--- config.mk ---
export PLATFORM = sky130hd
export DESIGN_NAME = operand_capture
export DESIGN_NICKNAME = d
export VERILOG_FILES = /design/src/emult_pkg.sv /design/src/operand_capture.sv
export SDC_FILE = /design/constraint.sdc
export NUM_CORES = 1
export LEC_CHECK = 0
export BUFFER_PORTS_ARGS = -buffer_cell sky130_fd_sc_hd__buf_2
export CORE_AREA = 2 2 225 227
export DETAILED_ROUTE_END_ITERATION = 6
export DIE_AREA = 0 0 227 229
export REMOVE_ABC_BUFFERS = 1
export SLEW_MARGIN = 20
export SYNTH_ARGS = -nofsm -noshare
export SYNTH_HDL_FRONTEND = slang
export SYNTH_SLANG_ARGS = --single-unit
--- constraint.sdc ---
create_clock -name clk -period 0.9 [get_ports clk]
set_input_delay 0.045 -clock clk [delete_from_list [all_inputs] [get_ports clk]]
set_output_delay 0.045 -clock clk [all_outputs]
set_load 0.005 [all_outputs]
--- src/emult_pkg.sv ---
package emult_pkg;

	// ~~~~~~~~~~~~~~~~~~~~~~~~~~~~~~~~~~~~~~~~~~~~~~~~~~~~~~~~~~
	// lane geometry.
	// ~~~~~~~~~~~~~~~~~~~~~~~~~~~~~~~~~~~~~~~~~~~~~~~~~~~~~~~~~~

	localparam int LANES = 8;          // must be even, 48 also builds.
	localparam int PAIRS = LANES / 2;  // one dual-multiplier dsp block per two lanes.

	// ~~~~~~~~~~~~~~~~~~~~~~~~~~~~~~~~~~~~~~~~~~~~~~~~~~~~~~~~~~
	// fixed-point format.
	// ~~~~~~~~~~~~~~~~~~~~~~~~~~~~~~~~~~~~~~~~~~~~~~~~~~~~~~~~~~

	// sign bit, 7 integer bits and 10 fraction bits.
	localparam int DATA_W = 18;
	localparam int FRAC_W = 10;

	// full signed product, 20 fraction bits before rounding.
	localparam int PROD_W = 2 * DATA_W;

	// ~~~~~~~~~~~~~~~~~~~~~~~~~~~~~~~~~~~~~~~~~~~~~~~~~~~~~~~~~~
	// pipeline depths, counted in enabled clock edges.
	// ~~~~~~~~~~~~~~~~~~~~~~~~~~~~~~~~~~~~~~~~~~~~~~~~~~~~~~~~~~

	localparam int MULT_STAGES = 2;   // operand register, product register.
	localparam int ROUND_STAGES = 2;  // floor/ceil register, result register.

	// the extra stage is the input capture register.
	localparam int PIPE_DEPTH = 1 + MULT_STAGES + ROUND_STAGES;

	// ~~~~~~~~~~~~~~~~~~~~~~~~~~~~~~~~~~~~~~~~~~~~~~~~~~~~~~~~~~
	// data types.
	// ~~~~~~~~~~~~~~~~~~~~~~~~~~~~~~~~~~~~~~~~~~~~~~~~~~~~~~~~~~

	typedef logic signed [DATA_W-1:0] data_t;  // one lane value.
	typedef logic signed [PROD_W-1:0] prod_t;  // one unrounded product.

	// lane k sits at bits [k*DATA_W +: DATA_W].
	typedef data_t [LANES-1:0] data_vec_t;
	typedef prod_t [LANES-1:0] prod_vec_t;

	// captured operand bundle, a in the upper half.
	typedef struct packed {
		data_vec_t a;
		data_vec_t b;
	} operands_t;

endpackage
--- src/operand_capture.sv ---
module operand_capture (
	input  logic                 clk,
	input  logic                 reset,
	input  logic                 i_enable,
	input  logic                 i_valid,
	input  emult_pkg::data_vec_t i_a,
	input  emult_pkg::data_vec_t i_b,
	output emult_pkg::operands_t o_operands,
	output logic                 o_valid
);
	import emult_pkg::*;

	operands_t operands_q;
	logic valid_q;

	// ~~~~~~~~~~~~~~~~~~~~~~~~~~~~~~~~~~~~~~~~~~~~~~~~~~~~~~~~~~
	// input register.
	// ~~~~~~~~~~~~~~~~~~~~~~~~~~~~~~~~~~~~~~~~~~~~~~~~~~~~~~~~~~

	// a vector is taken on every enabled edge and a low i_valid
	// lets a bubble into the pipe.
	always_ff @(posedge clk) begin
		if (reset) begin
			operands_q <= '0;
			valid_q <= 1'b0;
		end else if (i_enable) begin
			operands_q.a <= i_a;
			operands_q.b <= i_b;
			valid_q <= i_valid;
		end
	end

	assign o_operands = operands_q;
	assign o_valid = valid_q;  // feeds the single valid chain in result_round.

	// ~~~~~~~~~~~~~~~~~~~~~~~~~~~~~~~~~~~~~~~~~~~~~~~~~~~~~~~~~~
	// checks.
	// ~~~~~~~~~~~~~~~~~~~~~~~~~~~~~~~~~~~~~~~~~~~~~~~~~~~~~~~~~~

	// a stalled edge must not drop or invent an input.
	a_valid_held: assert property (
		@(posedge clk) disable iff (reset)
		!i_enable |=> $stable(o_valid)
	) else $error("operand_capture valid changed during a stall");

endmodule

==> results.cfg <==
[logic_synthesis]
synthXorXnorAreaFrac = 0
postSynthRegisterBits = 289
combinational_family_with_the_most_area_after_synthesis = multiplexers
yosys_warnings = 0
synth_compound_gate_area_share = 0
synth_fa_ha_area_frac = 0
post_synthesis_mux_area_share = 0.283
synthesis.instances = 931
ys_types = 8
synth_area_um2 = 10200
post_synth_and_or_nand_nor_area_fraction = 0.106
synth.yosys.seq_area_share = 0.566
syn-mean-instance-area_um2 = 11.0

[global_route]
number_of_antenna_violations_at_the_first_check_in_global_routing = 1
grt_total_ovfl = 0
via_count_of_the_first_global_routing_pass = 11000
pin_count_of_the_biggest_net_entering_global_routing = 33
global_route_wire_length_before_repair_um = 55700
globalRouteTotalUtil = 0.132

[routing]
dr.pass1.iters = 4
antenna_left = 0
vias_per_cell = 4.09
vias = 10500
drt-initial-drc-count = 242
routed_wire_length_per_instance_um = 15.4
drc_markers = 0
wire_length_reported_by_the_detailed_router_um = 39700

[die]
die_width_um = 227
floorplan.initialDensity = 0.206
core_area_um2 = 49700
die_area_um2 = 52000
floorplan.io_pins = 581
fp.dieH_um = 229
num_rows = 82

[timing]
slew_viol_final = 0
setup_viol = 289
setup_repair_after_global_routing_missed_its_margin = yes
worst_clock_skew_ns = 0
worst_slew_margin_rel = 0.813
max_slew.worst_pin.slew_ns = 0.280
timing.final.crit_share = 1.21
hold_slack_ns = -0.00332
fmaxAchievable_ghz = 0.921
finalWorstPathRequiredPeriod_ns = 1.09
timing_hold_violations_final = 1
fin_ws_ns = -0.185
setup_tns_ns = -41.18

[place]
place_congestion = 0.811
numPortBuffers = 580
dpl.hpwl_um = 23600

[critical_path]
critPathArrivalTime_ns = 1.04
crit_type = reg -> out
timing.critical_path.cells = buf_2
critPathTopFamily = flip-flops
r2r_end = o_operands[156]$_SDFFE_PP0P_
timing.reg2reg.worst_path_depth = 3
rr_startpoint = o_operands[156]$_SDFFE_PP0P_
start_kind = register
critical_path_buffer_and_inverter_count = 1
cp-end-kind = output pin
cp_data_required_time_ns = 0.85
regToRegSetupSlack_ns = 0.06
crit_path_max_fanout = 2
critical-path-max-stage-delay_ns = 0.36
crit_slowest_cell = sky130_fd_sc_hd__dfxtp_2

[cts]
tritoncts = built
clk-insertion-delay-late_ns = 0.56
tritoncts_buffer_count = 30
cts.sinks = 289
root_buffer_selected_by_cts = sky130_fd_sc_hd__clkbuf_16
cts-root-to-sink-buffers = 3
cts_h_tree_depth = 1
cts.reportedPaths.clkPinSlew_ns = 0.06

[power_and_ir_drop]
power.ir.vdd_worst_v = 0.00134
power.leakage_nw = 9.86
fin_total_pwr_w = 0.0326
pwr_density_cell_nw_per_um2 = 1630

[job]
cap_viol_max_count = 0

[final_layout]
highest_count_cells_in_the_layout_ignoring_fill_and_taps = sky130_fd_sc_hd__buf_2, sky130_fd_sc_hd__dlygate4sd3_1, sky130_fd_sc_hd__mux2i_1, sky130_fd_sc_hd__nor2_1, sky130_fd_sc_hd__dfxtp_2
flow.area_growth_from_synthesis_pct = 95.6
drive_gt1_frac = 0.540
layout.cells.most_common = sky130_fd_sc_hd__buf_2
fin_util = 0.403
finalNetCount = 2170

[run_status]
run_status = finished, violations left
failed_checks = negative hold slack, negative setup slack

[min_path]
worst_hold_path_stage_count = 4
min_path_type = in -> reg
hp-start = i_enable
hold-path-endpoint = o_operands[155]$_SDFFE_PP0P_
state kept, by name, summed over array words and instances (netlist names):
name,cells
o_valid,1
o_operands,288
kinds of logic (layout without fill, tap and decap cells):
kind of cell / count (synthesis) / after routing
other: 0 / 1
multiplexers: 289 / 289
flip-flops: 289 / 289
AND/OR/NAND/NOR: 289 / 289
buffers and inverters: 64 / 1034
cell usage after synthesis:
| library cell | number | area [um2] |
|---|---|---|
| sky130_fd_sc_hd__buf_1 | 1 | 3.75 |
| sky130_fd_sc_hd__buf_2 | 10 | 50.1 |
| sky130_fd_sc_hd__buf_4 | 8 | 60.1 |
| sky130_fd_sc_hd__buf_6 | 24 | 270 |
| sky130_fd_sc_hd__clkbuf_1 | 21 | 78.8 |
| sky130_fd_sc_hd__dfxtp_1 | 289 | 5790 |
| sky130_fd_sc_hd__mux2i_1 | 289 | 2890 |
| sky130_fd_sc_hd__nor2_1 | 289 | 1080 |
routing by layer:
layer,vias to the layer above,wire length (um),track usage
li1,4967,-,-
met1,4952,14100,0.128
met2,472,21000,0.257
met3,132,2700,0.0275
met4,0,1980,0.0725
met5,-,0,0
stage by stage:
| stage | cell area, um2 | setup WS [ns] | instances |
|---|---|---|---|
| after floorplan | 9760 | 0.336 | 867 |
| after global placement | 14200 | -0.0559 | 2189 |
| after detailed placement | 14200 | -0.0635 | 2189 |
| after CTS | 19300 | -0.207 | 2550 |
| after global routing | 20000 | -0.215 | 2574 |
| final | 20000 | -0.185 | 2574 |
where the power goes:
group,leakage [nW],switching [W],internal (W),total [W]
Clock,0.506,0.00514,0.00763,0.0128
Combinational,6.86,0.00209,0.00344,0.00553
Sequential,2.49,0.000546,0.0137,0.0143
final cells by class:
| cell class | count | area, um2 |
|---|---|---|
| antenna | 1 | 2.50 |
| clock buffer | 43 | 881 |
| clock inverter | 12 | 141 |
| fill | 4509 | 29700 |
| multi-input combinational | 578 | 3980 |
| sequential | 289 | 6150 |
| tap | 672 | 841 |
| timing repair buffer | 979 | 8010 |
what timing repair did:
item	CTS	global route
hold endpoints to repair	289	6
resized for setup	391	89
setup endpoints to repair	289	412
buffers inserted	15	23
hold buffers	291	1
how the worst max path moves through the flow:
stage | start | to | slack (ns) | depth (start not counted)
6_report | o_operands[51]$_SDFFE_PP0P_ | o_operands[51] | -0.19 | 1
5_1_grt | o_operands[51]$_SDFFE_PP0P_ | o_operands[51] | -0.21 | 1
4_1_cts | o_operands[182]$_SDFFE_PP0P_ | o_operands[182] | -0.21 | 1
3_5_place_dp | i_enable | o_operands[240]$_SDFFE_PP0P_ | -0.06 | 5
3_3_place_gp | i_enable | o_operands[179]$_SDFFE_PP0P_ | -0.06 | 5
2_1_floorplan | o_operands[0]$_SDFFE_PP0P_ | o_operands[0]$_SDFFE_PP0P_ | 0.34 | 2
(Power assumes the default switching activity.)
