$ cat config.mk
export PLATFORM = sky130hd
export DESIGN_NAME = dsp_mult_pair
export DESIGN_NICKNAME = d
export VERILOG_FILES = /design/src/emult_pkg.sv /design/src/dsp_mult_pair.sv
export SDC_FILE = /design/constraint.sdc
export NUM_CORES = 2
export LEC_CHECK = 0
export BUFFER_PORTS_ARGS = -buffer_cell sky130_fd_sc_hd__buf_2
export CAP_MARGIN = 10
export CORE_MARGIN = 2
export CORE_UTILIZATION = 60
export CTS_CLUSTER_SIZE = 30
export DETAILED_ROUTE_END_ITERATION = 8
export PLACE_DENSITY = 0.81
export SKIP_CTS_REPAIR_TIMING = 1
export SLEW_MARGIN = 10
export SYNTH_ARGS = -nofsm -noshare
export SYNTH_HDL_FRONTEND = slang
export SYNTH_SLANG_ARGS = --single-unit
export TNS_END_PERCENT = 10
$ cat constraint.sdc
create_clock -name clk -period 17 [get_ports clk]
set_input_delay 0.85 -clock clk [delete_from_list [all_inputs] [get_ports clk]]
set_output_delay 0.85 -clock clk [all_outputs]
set_load 0.02 [all_outputs]
$ cat src/emult_pkg.sv
package emult_pkg;

	// ~~~~~~~~~~~~~~~~~~~~~~~~~~~~~~~~~~~~~~~~~~~~~~~~~~~~~~~~~~
	// lane geometry.
	// ~~~~~~~~~~~~~~~~~~~~~~~~~~~~~~~~~~~~~~~~~~~~~~~~~~~~~~~~~~

	localparam int LANES = 8;          // must be even, 48 also builds.
	localparam int PAIRS = LANES / 2;  // one dual-multiplier dsp block per two lanes.

	// ~~~~~~~~~~~~~~~~~~~~~~~~~~~~~~~~~~~~~~~~~~~~~~~~~~~~~~~~~~
	// fixed-point format.
	// ~~~~~~~~~~~~~~~~~~~~~~~~~~~~~~~~~~~~~~~~~~~~~~~~~~~~~~~~~~

	// sign bit, 7 integer bits and 10 fraction bits.
	localparam int DATA_W = 18;
	localparam int FRAC_W = 10;

	// full signed product, 20 fraction bits before rounding.
	localparam int PROD_W = 2 * DATA_W;

	// ~~~~~~~~~~~~~~~~~~~~~~~~~~~~~~~~~~~~~~~~~~~~~~~~~~~~~~~~~~
	// pipeline depths, counted in enabled clock edges.
	// ~~~~~~~~~~~~~~~~~~~~~~~~~~~~~~~~~~~~~~~~~~~~~~~~~~~~~~~~~~

	localparam int MULT_STAGES = 2;   // operand register, product register.
	localparam int ROUND_STAGES = 2;  // floor/ceil register, result register.

	// the extra stage is the input capture register.
	localparam int PIPE_DEPTH = 1 + MULT_STAGES + ROUND_STAGES;

	// ~~~~~~~~~~~~~~~~~~~~~~~~~~~~~~~~~~~~~~~~~~~~~~~~~~~~~~~~~~
	// data types.
	// ~~~~~~~~~~~~~~~~~~~~~~~~~~~~~~~~~~~~~~~~~~~~~~~~~~~~~~~~~~

	typedef logic signed [DATA_W-1:0] data_t;  // one lane value.
	typedef logic signed [PROD_W-1:0] prod_t;  // one unrounded product.

	// lane k sits at bits [k*DATA_W +: DATA_W].
	typedef data_t [LANES-1:0] data_vec_t;
	typedef prod_t [LANES-1:0] prod_vec_t;

	// captured operand bundle, a in the upper half.
	typedef struct packed {
		data_vec_t a;
		data_vec_t b;
	} operands_t;

endpackage
$ cat src/dsp_mult_pair.sv
module dsp_mult_pair (
	input  logic             clk,
	input  logic             reset,
	input  logic             i_enable,
	input  emult_pkg::data_t i_ax,
	input  emult_pkg::data_t i_ay,
	input  emult_pkg::data_t i_bx,
	input  emult_pkg::data_t i_by,
	output emult_pkg::prod_t o_res_a,
	output emult_pkg::prod_t o_res_b
);
	import emult_pkg::*;

	// stage 1 operand registers.
	data_t ax_q;
	data_t ay_q;
	data_t bx_q;
	data_t by_q;

	// stage 2 product registers.
	prod_t res_a_q;
	prod_t res_b_q;

	// ~~~~~~~~~~~~~~~~~~~~~~~~~~~~~~~~~~~~~~~~~~~~~~~~~~~~~~~~~~
	// dual 18x18 signed multiplier with two register stages.
	// ~~~~~~~~~~~~~~~~~~~~~~~~~~~~~~~~~~~~~~~~~~~~~~~~~~~~~~~~~~

	// input side of the dsp block.
	always_ff @(posedge clk) begin
		if (reset) begin
			ax_q <= '0;
			ay_q <= '0;
			bx_q <= '0;
			by_q <= '0;
		end else if (i_enable) begin
			ax_q <= i_ax;
			ay_q <= i_ay;
			bx_q <= i_bx;
			by_q <= i_by;
		end
	end

	// both factors are sign extended to the full 36-bit width,
	// so the product is exact.
	always_ff @(posedge clk) begin
		if (reset) begin
			res_a_q <= '0;
			res_b_q <= '0;
		end else if (i_enable) begin
			res_a_q <= prod_t'(ax_q) * prod_t'(ay_q);  // lane 2p.
			res_b_q <= prod_t'(bx_q) * prod_t'(by_q);  // lane 2p+1.
		end
	end

	assign o_res_a = res_a_q;
	assign o_res_b = res_b_q;

endmodule

==> results.sh <==
export IMPL_ys_seq_elements=144
export IMPL_r2r_start="ax_q[17]"
export IMPL_p_per_area_nw_per_um2=58.9
export IMPL_synth_area_leader_cell="fa_1"
export IMPL_rsz0062_at_grt="false"
export IMPL_gp_congestion=0.881
export IMPL_regArea_um2=2880
export IMPL_hold_depth=2
export IMPL_ir_drop_mv=0.0952
export IMPL_coreArea_um2=47900
export IMPL_finalHoldViolCount=0
export IMPL_hp_class="reg2reg"
export IMPL_cp_num_buf_inv=7
export IMPL_slew_headroom_pct=16.4
export IMPL_num_rows=80
export IMPL_holdWs_ps=466
export IMPL_holdPathEnd="o_res_b[34]"
export IMPL_p_leak_uw=0.0163
export IMPL_slowest_delay_ps=750
export IMPL_cts_made_buffers=17
export IMPL_timing_rr_end="o_res_a[34]"
export IMPL_dieWidth_um=225
export IMPL_status="complete, no violations"
export IMPL_multi_input_area_um2=23000
export IMPL_synth_cell_area_um2=29300
export IMPL_netlist_area_leader_share_pct=45.0
export IMPL_clock_power_share_pct=21.8
export IMPL_diodes=0
export IMPL_switching_power_uw=828
export IMPL_ys_types=62
export IMPL_grt_util_all_layers_pct=29.1
export IMPL_grt_ovfl_total=0
export IMPL_pwr_share_comb_pct=52.5
export IMPL_place_inst=3778
export IMPL_drc=0
export IMPL_reg2reg_depth=24
export IMPL_ctsLongestPathBuffers=2
export IMPL_setup_viol=0
export IMPL_arrival_ps=7490
export IMPL_intPower_uw=986
export IMPL_cts_tree="yes"
export IMPL_grt_pass1_vias=23600
export IMPL_synth_enable_flop_cells=0
export IMPL_yosysMostFrequentCell="inv_1"
export IMPL_required_ps=17360
export IMPL_nFillCells=3758
export IMPL_switching_share_pct=45.7
export IMPL_post_layout_nonfiller_instances=3810
export IMPL_drtAntennaViolNets=0
export IMPL_htreeDepth=4
export IMPL_fmax_ghz=0.140
export IMPL_critPathLaunchType="flip-flop"
export IMPL_grt_max_degree=120
export IMPL_crit_family="adder cells"
export IMPL_worst_path_max_delay_cell="dfxtp_1"
export IMPL_syn2layout_area_growth_pct=5.28
export IMPL_ys_flop_type="dfxtp_1"
export IMPL_ios=147
export IMPL_start_util_pct=61.0
export IMPL_clkTransAtPathRegs_ps=70
export IMPL_antenna_found_initial=2
export IMPL_ys_async_sr_fraction_pct=0
export IMPL_drive_gt1_share_pct=5.92
export IMPL_nNetsFinal=4101
export IMPL_worstHoldStart="o_res_b[34]"
export IMPL_cts_sinks=144
export IMPL_postSynthCellCount=3170
export IMPL_cap_violations=0
export IMPL_setup_tns_ps=0
export IMPL_yosysSeqAreaShare_pct=9.85
export IMPL_grt_pass1_wl_um=115000
export IMPL_routed_wl_um=67900
export IMPL_clk_latency_ps=500
export IMPL_critPathCaptureType="flip-flop"
export IMPL_clock_root_buffer="clkbuf_16"
export IMPL_vias=21100
export IMPL_die_area_um2=50500
export IMPL_synthTopCellsByArea="fa_1, dfxtp_1, inv_1, ha_1, and2_1"
export IMPL_synthTopCellsByCount="inv_1, fa_1, and2_1"
export IMPL_syn_nets=4089
export IMPL_tightestPinTransition_ps=1250
export IMPL_synth_area_per_cell_um2=9.23
export IMPL_crit_type="reg2reg"
export IMPL_slew_violations=0
export IMPL_fin_crit_sh_pct=41.9
export IMPL_portBuffers=146
export IMPL_cp_cell_sequence="nand2_1 > inv_1 > fa_1 > inv_1 > fa_1 > inv_1 > ha_1 > inv_1 > fa_1 > inv_1 > fa_1 > inv_1 > fa_1 > inv_1 > ha_1 > a21o_1 > a21o_1 > a2111oi_0 > o32ai_1 > a21o_1 > a31o_1 > a31oi_1 > xor2_1 > o21ai_1"
export IMPL_finClkSkew_ps=13.3
export IMPL_yosys_warnings=0
export IMPL_layout_min_cycle_time_ps=7120
export IMPL_worstPathMaxFanout=19
export IMPL_dr_pass1_iters=7
export IMPL_post_drt_wl_per_cell_um=17.8
export IMPL_drtIter0Drc=1457
export IMPL_drt_vias_per_instance=5.55
export IMPL_p_seq_share_pct=25.7
export IMPL_crit_path_frequent_cell="inv_1"
export IMPL_rrSetupSlack_ps=9880
export IMPL_die_y_um=225
export IMPL_dp_hpwl_um=54300
metrics by stage:
| stage | total power (µW) | setup slack [ps] | util [%] | area (µm²) |
|---|---|---|---|---|
| after detailed placement | 1420 | 9930 | 63.0 | 30200 |
| final | 1810 | 9880 | 64.2 | 30800 |
| after global routing | 1960 | 9400 | 64.2 | 30800 |
| after floorplan | 1140 | 10620 | - | 29300 |
| after global placement | 1380 | 10220 | 63.0 | 30200 |
| after CTS | 1820 | 9890 | 64.2 | 30800 |
kinds of logic (layout without fill, tap and decap cells):
group                      count (synthesis)  after routing  synth area share, %
and+or+nand+nor                          913            913                 15.3
buffers and inverters                    898            923                 11.5
adders and majority gates                844            844                 53.0
AOI/OAI and AO/OA                        184            184                 4.28
DFF                                      144            144                 9.85
muxes                                    120            120                 4.11
xor gates and xnor gates                  67             67                 2.01
cells in the final DEF, fill, tap and decap left out, drive strengths merged, types with 34 or more instances in the layout:
cell,count
o21ai,34
mux2i,119
buf,148
dfxtp,144
inv,745
fa,658
a21oi,47
xnor2,48
ha,186
nor2,182
and2,327
nand2,317
worst min-delay path, stage by stage, from the launching register on:
cell and delay [ps]:
dfxtp_1 310, nand2_1 60, o21ai_1 50
registers in the layout, indices dropped and copies added (netlist names):
name,cells
ay_q,18
by_q,18
bx_q,18
o_res_a,36
o_res_b,36
ax_q,18
routing by layer:
layer	GRT usage (%)	wire length (µm)	vias up
li1	-	-	9324
met1	36.6	26400	10800
met2	48.2	32900	824
met3	6.15	5290	220
met4	14.3	3280	2
met5	0	11	-
power by group through the flow:
stage | clock network (µW) | registers, µW | logic [µW]
6_report | 395 | 466 | 953
5_1_grt | 416 | 473 | 1070
4_1_cts | 403 | 463 | 952
3_5_place_dp | 0 | 470 | 946
3_3_place_gp | 0 | 467 | 913
2_1_floorplan | 0 | 453 | 683
worst max-delay path by stage:
stage,from,to,slack (ps),cells after the start
6_report,ax_q[17],o_res_a[34],9880,24
5_1_grt,ax_q[17],o_res_a[34],9400,24
4_1_cts,ax_q[17],o_res_a[34],9890,24
3_5_place_dp,ax_q[17],o_res_a[34],9930,24
3_3_place_gp,ax_q[17],o_res_a[34],10220,24
2_1_floorplan,ax_q[17],o_res_a[35],10620,22
area by class of cell:
cell class,count,share of cell area [%]
Multi-Input combinational cell,2128,74.7
Sequential cell,144,9.36
Inverter,742,9.04
Tap cell,615,2.50
Timing Repair Buffer,149,2.48
Clock buffer,19,1.44
Clock inverter,13,0.504
Note: power is estimated with default switching activity, not from simulation.
