### config.mk
export PLATFORM = sky130hd
export DESIGN_NAME = result_round
export DESIGN_NICKNAME = d
export VERILOG_FILES = /design/src/emult_pkg.sv /design/src/result_round.sv
export SDC_FILE = /design/constraint.sdc
export NUM_CORES = 1
export LEC_CHECK = 0
export BUFFER_PORTS_ARGS = -buffer_cell sky130_fd_sc_hd__buf_2
export CORE_MARGIN = 3
export CORE_UTILIZATION = 44
export CTS_CLUSTER_SIZE = 10
export DETAILED_ROUTE_END_ITERATION = 8
export GPL_TIMING_DRIVEN = 0
export MAX_ROUTING_LAYER = met4
export PLACE_DENSITY = 0.74
export SYNTH_ARGS = -nofsm -noshare
export SYNTH_HDL_FRONTEND = slang
export SYNTH_SLANG_ARGS = --single-unit
### constraint.sdc
create_clock -name clk -period 2.1 [get_ports clk]
set_input_delay 0.21 -clock clk [delete_from_list [all_inputs] [get_ports clk]]
set_output_delay 0.21 -clock clk [all_outputs]
set_load 0.01 [all_outputs]
### src/emult_pkg.sv
package emult_pkg;

	// ~~~~~~~~~~~~~~~~~~~~~~~~~~~~~~~~~~~~~~~~~~~~~~~~~~~~~~~~~~
	// lane geometry.
	// ~~~~~~~~~~~~~~~~~~~~~~~~~~~~~~~~~~~~~~~~~~~~~~~~~~~~~~~~~~

	localparam int LANES = 8;          // must be even, 48 also builds.
	localparam int PAIRS = LANES / 2;  // one dual-multiplier dsp block per two lanes.

	// ~~~~~~~~~~~~~~~~~~~~~~~~~~~~~~~~~~~~~~~~~~~~~~~~~~~~~~~~~~
	// fixed-point format.
	// ~~~~~~~~~~~~~~~~~~~~~~~~~~~~~~~~~~~~~~~~~~~~~~~~~~~~~~~~~~

	// sign bit, 7 integer bits and 10 fraction bits.
	localparam int DATA_W = 18;
	localparam int FRAC_W = 10;

	// full signed product, 20 fraction bits before rounding.
	localparam int PROD_W = 2 * DATA_W;

	// ~~~~~~~~~~~~~~~~~~~~~~~~~~~~~~~~~~~~~~~~~~~~~~~~~~~~~~~~~~
	// pipeline depths, counted in enabled clock edges.
	// ~~~~~~~~~~~~~~~~~~~~~~~~~~~~~~~~~~~~~~~~~~~~~~~~~~~~~~~~~~

	localparam int MULT_STAGES = 2;   // operand register, product register.
	localparam int ROUND_STAGES = 2;  // floor/ceil register, result register.

	// the extra stage is the input capture register.
	localparam int PIPE_DEPTH = 1 + MULT_STAGES + ROUND_STAGES;

	// ~~~~~~~~~~~~~~~~~~~~~~~~~~~~~~~~~~~~~~~~~~~~~~~~~~~~~~~~~~
	// data types.
	// ~~~~~~~~~~~~~~~~~~~~~~~~~~~~~~~~~~~~~~~~~~~~~~~~~~~~~~~~~~

	typedef logic signed [DATA_W-1:0] data_t;  // one lane value.
	typedef logic signed [PROD_W-1:0] prod_t;  // one unrounded product.

	// lane k sits at bits [k*DATA_W +: DATA_W].
	typedef data_t [LANES-1:0] data_vec_t;
	typedef prod_t [LANES-1:0] prod_vec_t;

	// captured operand bundle, a in the upper half.
	typedef struct packed {
		data_vec_t a;
		data_vec_t b;
	} operands_t;

endpackage
### src/result_round.sv
module result_round (
	input  logic                 clk,
	input  logic                 reset,
	input  logic                 i_enable,
	input  logic                 i_valid,
	input  emult_pkg::prod_vec_t i_prod,
	output emult_pkg::data_vec_t o_c,
	output logic                 o_valid
);
	import emult_pkg::*;

	// the products arrive MULT_STAGES edges after i_valid.
	localparam int VALID_LEN = MULT_STAGES + ROUND_STAGES;

	prod_vec_t floor_q;
	prod_vec_t ceil_q;
	logic [LANES-1:0] is_ceil_q;
	data_vec_t c_q;
	logic [VALID_LEN-1:0] valid_sr;

	// ~~~~~~~~~~~~~~~~~~~~~~~~~~~~~~~~~~~~~~~~~~~~~~~~~~~~~~~~~~
	// stage 1, floor and ceiling candidates.
	// ~~~~~~~~~~~~~~~~~~~~~~~~~~~~~~~~~~~~~~~~~~~~~~~~~~~~~~~~~~

	// round half up: the ceiling wins when the first dropped
	// fraction bit is set, whatever the sign.
	always_ff @(posedge clk) begin
		if (reset) begin
			floor_q <= '0;
			ceil_q <= '0;
			is_ceil_q <= '0;
		end else if (i_enable) begin
			for (int k = 0; k < LANES; k++) begin
				floor_q[k] <= i_prod[k] >>> FRAC_W;      // arithmetic, keeps the sign.
				ceil_q[k] <= (i_prod[k] >>> FRAC_W) + 1;
				is_ceil_q[k] <= i_prod[k][FRAC_W-1];
			end
		end
	end

	// ~~~~~~~~~~~~~~~~~~~~~~~~~~~~~~~~~~~~~~~~~~~~~~~~~~~~~~~~~~
	// stage 2, select and truncate.
	// ~~~~~~~~~~~~~~~~~~~~~~~~~~~~~~~~~~~~~~~~~~~~~~~~~~~~~~~~~~

	// only the low DATA_W bits are kept, large products wrap.
	always_ff @(posedge clk) begin
		if (reset) begin
			c_q <= '0;
		end else if (i_enable) begin
			for (int k = 0; k < LANES; k++) begin
				if (is_ceil_q[k]) begin
					c_q[k] <= ceil_q[k][DATA_W-1:0];
				end else begin
					c_q[k] <= floor_q[k][DATA_W-1:0];
				end
			end
		end
	end

	assign o_c = c_q;

	// ~~~~~~~~~~~~~~~~~~~~~~~~~~~~~~~~~~~~~~~~~~~~~~~~~~~~~~~~~~
	// valid delay line.
	// ~~~~~~~~~~~~~~~~~~~~~~~~~~~~~~~~~~~~~~~~~~~~~~~~~~~~~~~~~~

	// one chain for all lanes, it moves with the same enable as the data.
	always_ff @(posedge clk) begin
		if (reset) begin
			valid_sr <= '0;
		end else if (i_enable) begin
			valid_sr <= {valid_sr[VALID_LEN-2:0], i_valid};
		end
	end

	// a result only leaves on an edge the sink accepts.
	assign o_valid = valid_sr[VALID_LEN-1] & i_enable;

	// ~~~~~~~~~~~~~~~~~~~~~~~~~~~~~~~~~~~~~~~~~~~~~~~~~~~~~~~~~~
	// checks.
	// ~~~~~~~~~~~~~~~~~~~~~~~~~~~~~~~~~~~~~~~~~~~~~~~~~~~~~~~~~~

	// no result is offered while the sink stalls the pipe.
	a_no_valid_in_stall: assert property (
		@(posedge clk) disable iff (reset)
		!i_enable |-> !o_valid
	) else $error("result_round o_valid high while stalled");

	// the pending result is still there after the stall.
	a_result_held: assert property (
		@(posedge clk) disable iff (reset)
		!i_enable |=> $stable(o_c) && $stable(valid_sr)
	) else $error("result_round output changed during a stall");

endmodule

==> results.py <==
metrics = {
    "finish": {
        "fin_nets": 2832,
        "drive_gt1_frac": 0.153,
        "instances_no_fill": 3087,
        "design_area_mm2": 0.0240,
        "synthToLayoutAreaGrowth_pct": 27.2,
        "nFillCells": 3644,
        "postLayoutCoreUtil": 0.569,
    },
    "pwr": {
        "ir_worst_vdd_mv": 0.504,
        "p_leak_uw": 0.00961,
        "p_switching_uw": 5260,
        "power.density_mw_per_mm2": 830,
        "p_int_uw": 14700,
        "power.share.combinational": 0.139,
        "p_total_uw": 19900,
        "swShare": 0.264,
        "clock_power_share": 0.396,
        "seqPwrFrac": 0.466,
    },
    "global_route": {
        "overflow": 0,
        "grt_pass1_wl_um": 98800,
        "antenna_found_initial": 4,
        "grt_pass1_vias": 17400,
        "grt_start_max_net_pins": 20,
        "grt_use_total": 0.286,
    },
    "yosys": {
        "yosys_warnings": 0,
        "synth_top_area_cell": "dfxtp_1",
        "yosysMostFrequentCell": "dfxtp_1",
        "netlist_area_mm2": 0.0188,
        "synthCells": 2032,
        "yosys-top-cells-area": "dfxtp_1 47%, mux2i_1 16%, a211oi_1 9.6%, nor2_1 8.7%, xnor2_1 2.8%",
        "netlist.area_leader.share": 0.472,
        "synth_common_cells": "444 x dfxtp_1, 439 x nor2_1, 294 x mux2i_1",
        "ys_ff_latch": 444,
        "syn_avg_cell_area_um2": 9.28,
        "yosysUniqueCellTypes": 37,
        "synth_nets": 2332,
        "synth-async-reset-ratio": 0,
        "ys.flop_type": "dfxtp_1",
        "ys_seq_area_frac": 0.472,
        "synth-edff-count": 0,
    },
    "placed_design": {
        "dpl_cell_area_mm2": 0.0210,
        "dpl.cell_count": 2865,
        "pre_cts_ws_ps": -1130,
        "hpwlAfterDp_um": 43900,
        "place.gp.congestion": 0.904,
        "place.port_buffers": 294,
    },
    "critical_path": {
        "cp.arrival_ps": 2510,
        "crit_start": "i_enable",
        "rr_startpoint": "is_ceil_q[2]$_SDFFE_PP0P_",
        "cp_max_fo": 10,
        "endpoint_kind": "register",
        "path_class": "in2reg",
        "start_kind": "input port",
        "worstPathRequired_ps": 2570,
    },
    "clock_network": {
        "cts_setup_buffers": 0,
        "cts_inserted_buffers": 51,
        "cts_tree": "built",
        "cts.clk_slew.worst_paths_ps": 60,
        "worstSkewPairLatency_ps": 580,
        "htreeDepth": 2,
        "cts.sinks": 444,
        "cts_buffer_depth": 3,
        "cts_root_buffer": "clkbuf_16",
    },
    "sta": {
        "tightest_slew_ps": 1210,
        "hold_violations": 0,
        "rsz0062_at_grt": "false",
        "skew_ps": 11.4,
        "relSlewSlack": 0.192,
        "final_max_slew_viol_count": 0,
        "setup_ws_ps": 69.4,
        "finalSetupViolCount": 0,
        "fmax_mhz": 492,
        "fin_crit_ps": 2030,
        "finalCritPeriodShare": 0.967,
    },
    "routing": {
        "vias": 17500,
        "wl_per_cell_um": 20.8,
        "drtAntennaViolNets": 0,
        "first_pass_iters": 5,
        "wirelength_um": 64100,
        "drc": 0,
        "drt_iter0_markers": 1309,
        "vias_per_cell": 5.67,
    },
    "floorplan": {
        "dieArea_mm2": 0.0454,
        "die_w_um": 213,
        "num_rows": 75,
        "die_h_um": 213,
        "start_util": 0.447,
        "io_pins": 437,
        "core_mm2": 0.0421,
    },
    "min_path": {
        "min-delay-start": "i_prod[84]",
        "hold_class": "in2reg",
    },
    "outcome": {
        "outcome": "complete, no violations",
    },
    "flow_run": {
        "cap_viol_max_count": 0,
    },
}
## cells in the final DEF, fill, tap and decap left out, types with 7 or more instances in the layout
master and n:
buf_2 312, xnor2_1 60, o21ai_0 19, and2_1 10, dfxtp_1 444, a311oi_1 28, clkbuf_16 53, or3_1 17
clkbuf_1 117, xor2_1 28, nand3_1 41, a21oi_1 22, diode_2 7, a221oi_1 8, mux2i_1 294, nand4_1 42
inv_1 26, dlygate4sd3_1 155, nand2_1 52, ha_1 8, nor4_1 28, clkbuf_2 7, buf_1 15, nor2_1 439
nor3_1 31, and3_1 7, a211oi_1 240, and4_1 9
## flip-flops by register name, indices dropped and copies added, names as in the netlist
name / flops
valid_sr: 4
floor_q: 144
is_ceil_q: 8
o_c: 144
ceil_q: 144
## kinds of logic (layout without fill, tap and decap cells)
group | count (synthesis) | count (layout) | share of synthesized area
AO/OA/AOI/OAI | 330 | 330 | 0.129
XOR/XNOR | 88 | 88 | 0.0409
adder cells (fa/ha/maj) | 8 | 8 | 0.00531
buffers and inverters | 182 | 691 | 0.0375
flip-flops | 444 | 444 | 0.472
multiplexers | 295 | 295 | 0.157
other | 0 | 7 | 0
AND/OR/NAND/NOR | 685 | 685 | 0.159
## critical path, cell delays in order
cell and delay [ps]:
clkbuf_2 360, clkbuf_1 690, clkbuf_1 820, nor2_1 110, a311oi_1 290
## power groups by stage
stage	sequential (uW)	combinational [uW]	clock [uW]
3_5_place_dp	9430	2480	0
4_1_cts	9260	2730	7970
3_3_place_gp	9410	2420	0
2_1_floorplan	9460	1390	0
6_report	9270	2760	7880
5_1_grt	9330	3010	8300
## repair_timing
| item | 4_1_cts | 5_1_grt |
|---|---|---|
| hold endpoints to repair | 234 | 0 |
| hold buffers | 155 | 0 |
| gates resized for setup | 5 | 10 |
| endpoints found under the setup margin | 278 | 11 |
## layer usage
layer | global-route usage | wire length, um | part of all wire | vias to the layer above
met4 | 0.121 | 2730 | 0.043 | 0
met1 | 0.372 | 28200 | 0.44 | 8372
met2 | 0.448 | 29300 | 0.46 | 678
met3 | 0.0394 | 3860 | 0.060 | 180
met5 | - | 0 | 0 | -
li1 | - | - | - | 8268
## area by class of cell
cell class / instances / area [um2] / area share
clock buffer: 60 / 1380 / 0.0577
antenna: 7 / 17.5 / 0.000731
inverter: 26 / 97.6 / 0.00407
buffer: 154 / 613 / 0.0256
sequential: 444 / 8890 / 0.371
multi-input combinational: 1406 / 9270 / 0.387
timing repair buffer: 449 / 3020 / 0.126
tap: 539 / 674 / 0.0281
clock inverter: 2 / 10.0 / 0.000417
## per-stage QoR
step	setup TNS [ps]	hold slack (ps)
floorplan	0	306
global route	0	51.6
CTS	0	13.8
finish	0	33.0
global placement	-341320	443
detailed placement	-330980	454
## path summary, 6_finish.rpt
kind / to / slack (ps) / cells past startpoint
hold reg to reg: floor_q[84]$_SDFFE_PP0P_ / 470 / 2
setup / recovery: ceil_q[6]$_SDFFE_PP0P_ / 70 / 5
hold / removal: ceil_q[74]$_SDFFE_PP0P_ / 30 / 3
setup reg to reg: o_c[50]$_SDFFE_PP0P_ / 130 / 4
No activity file was read; power rests on OpenSTA's default activity.
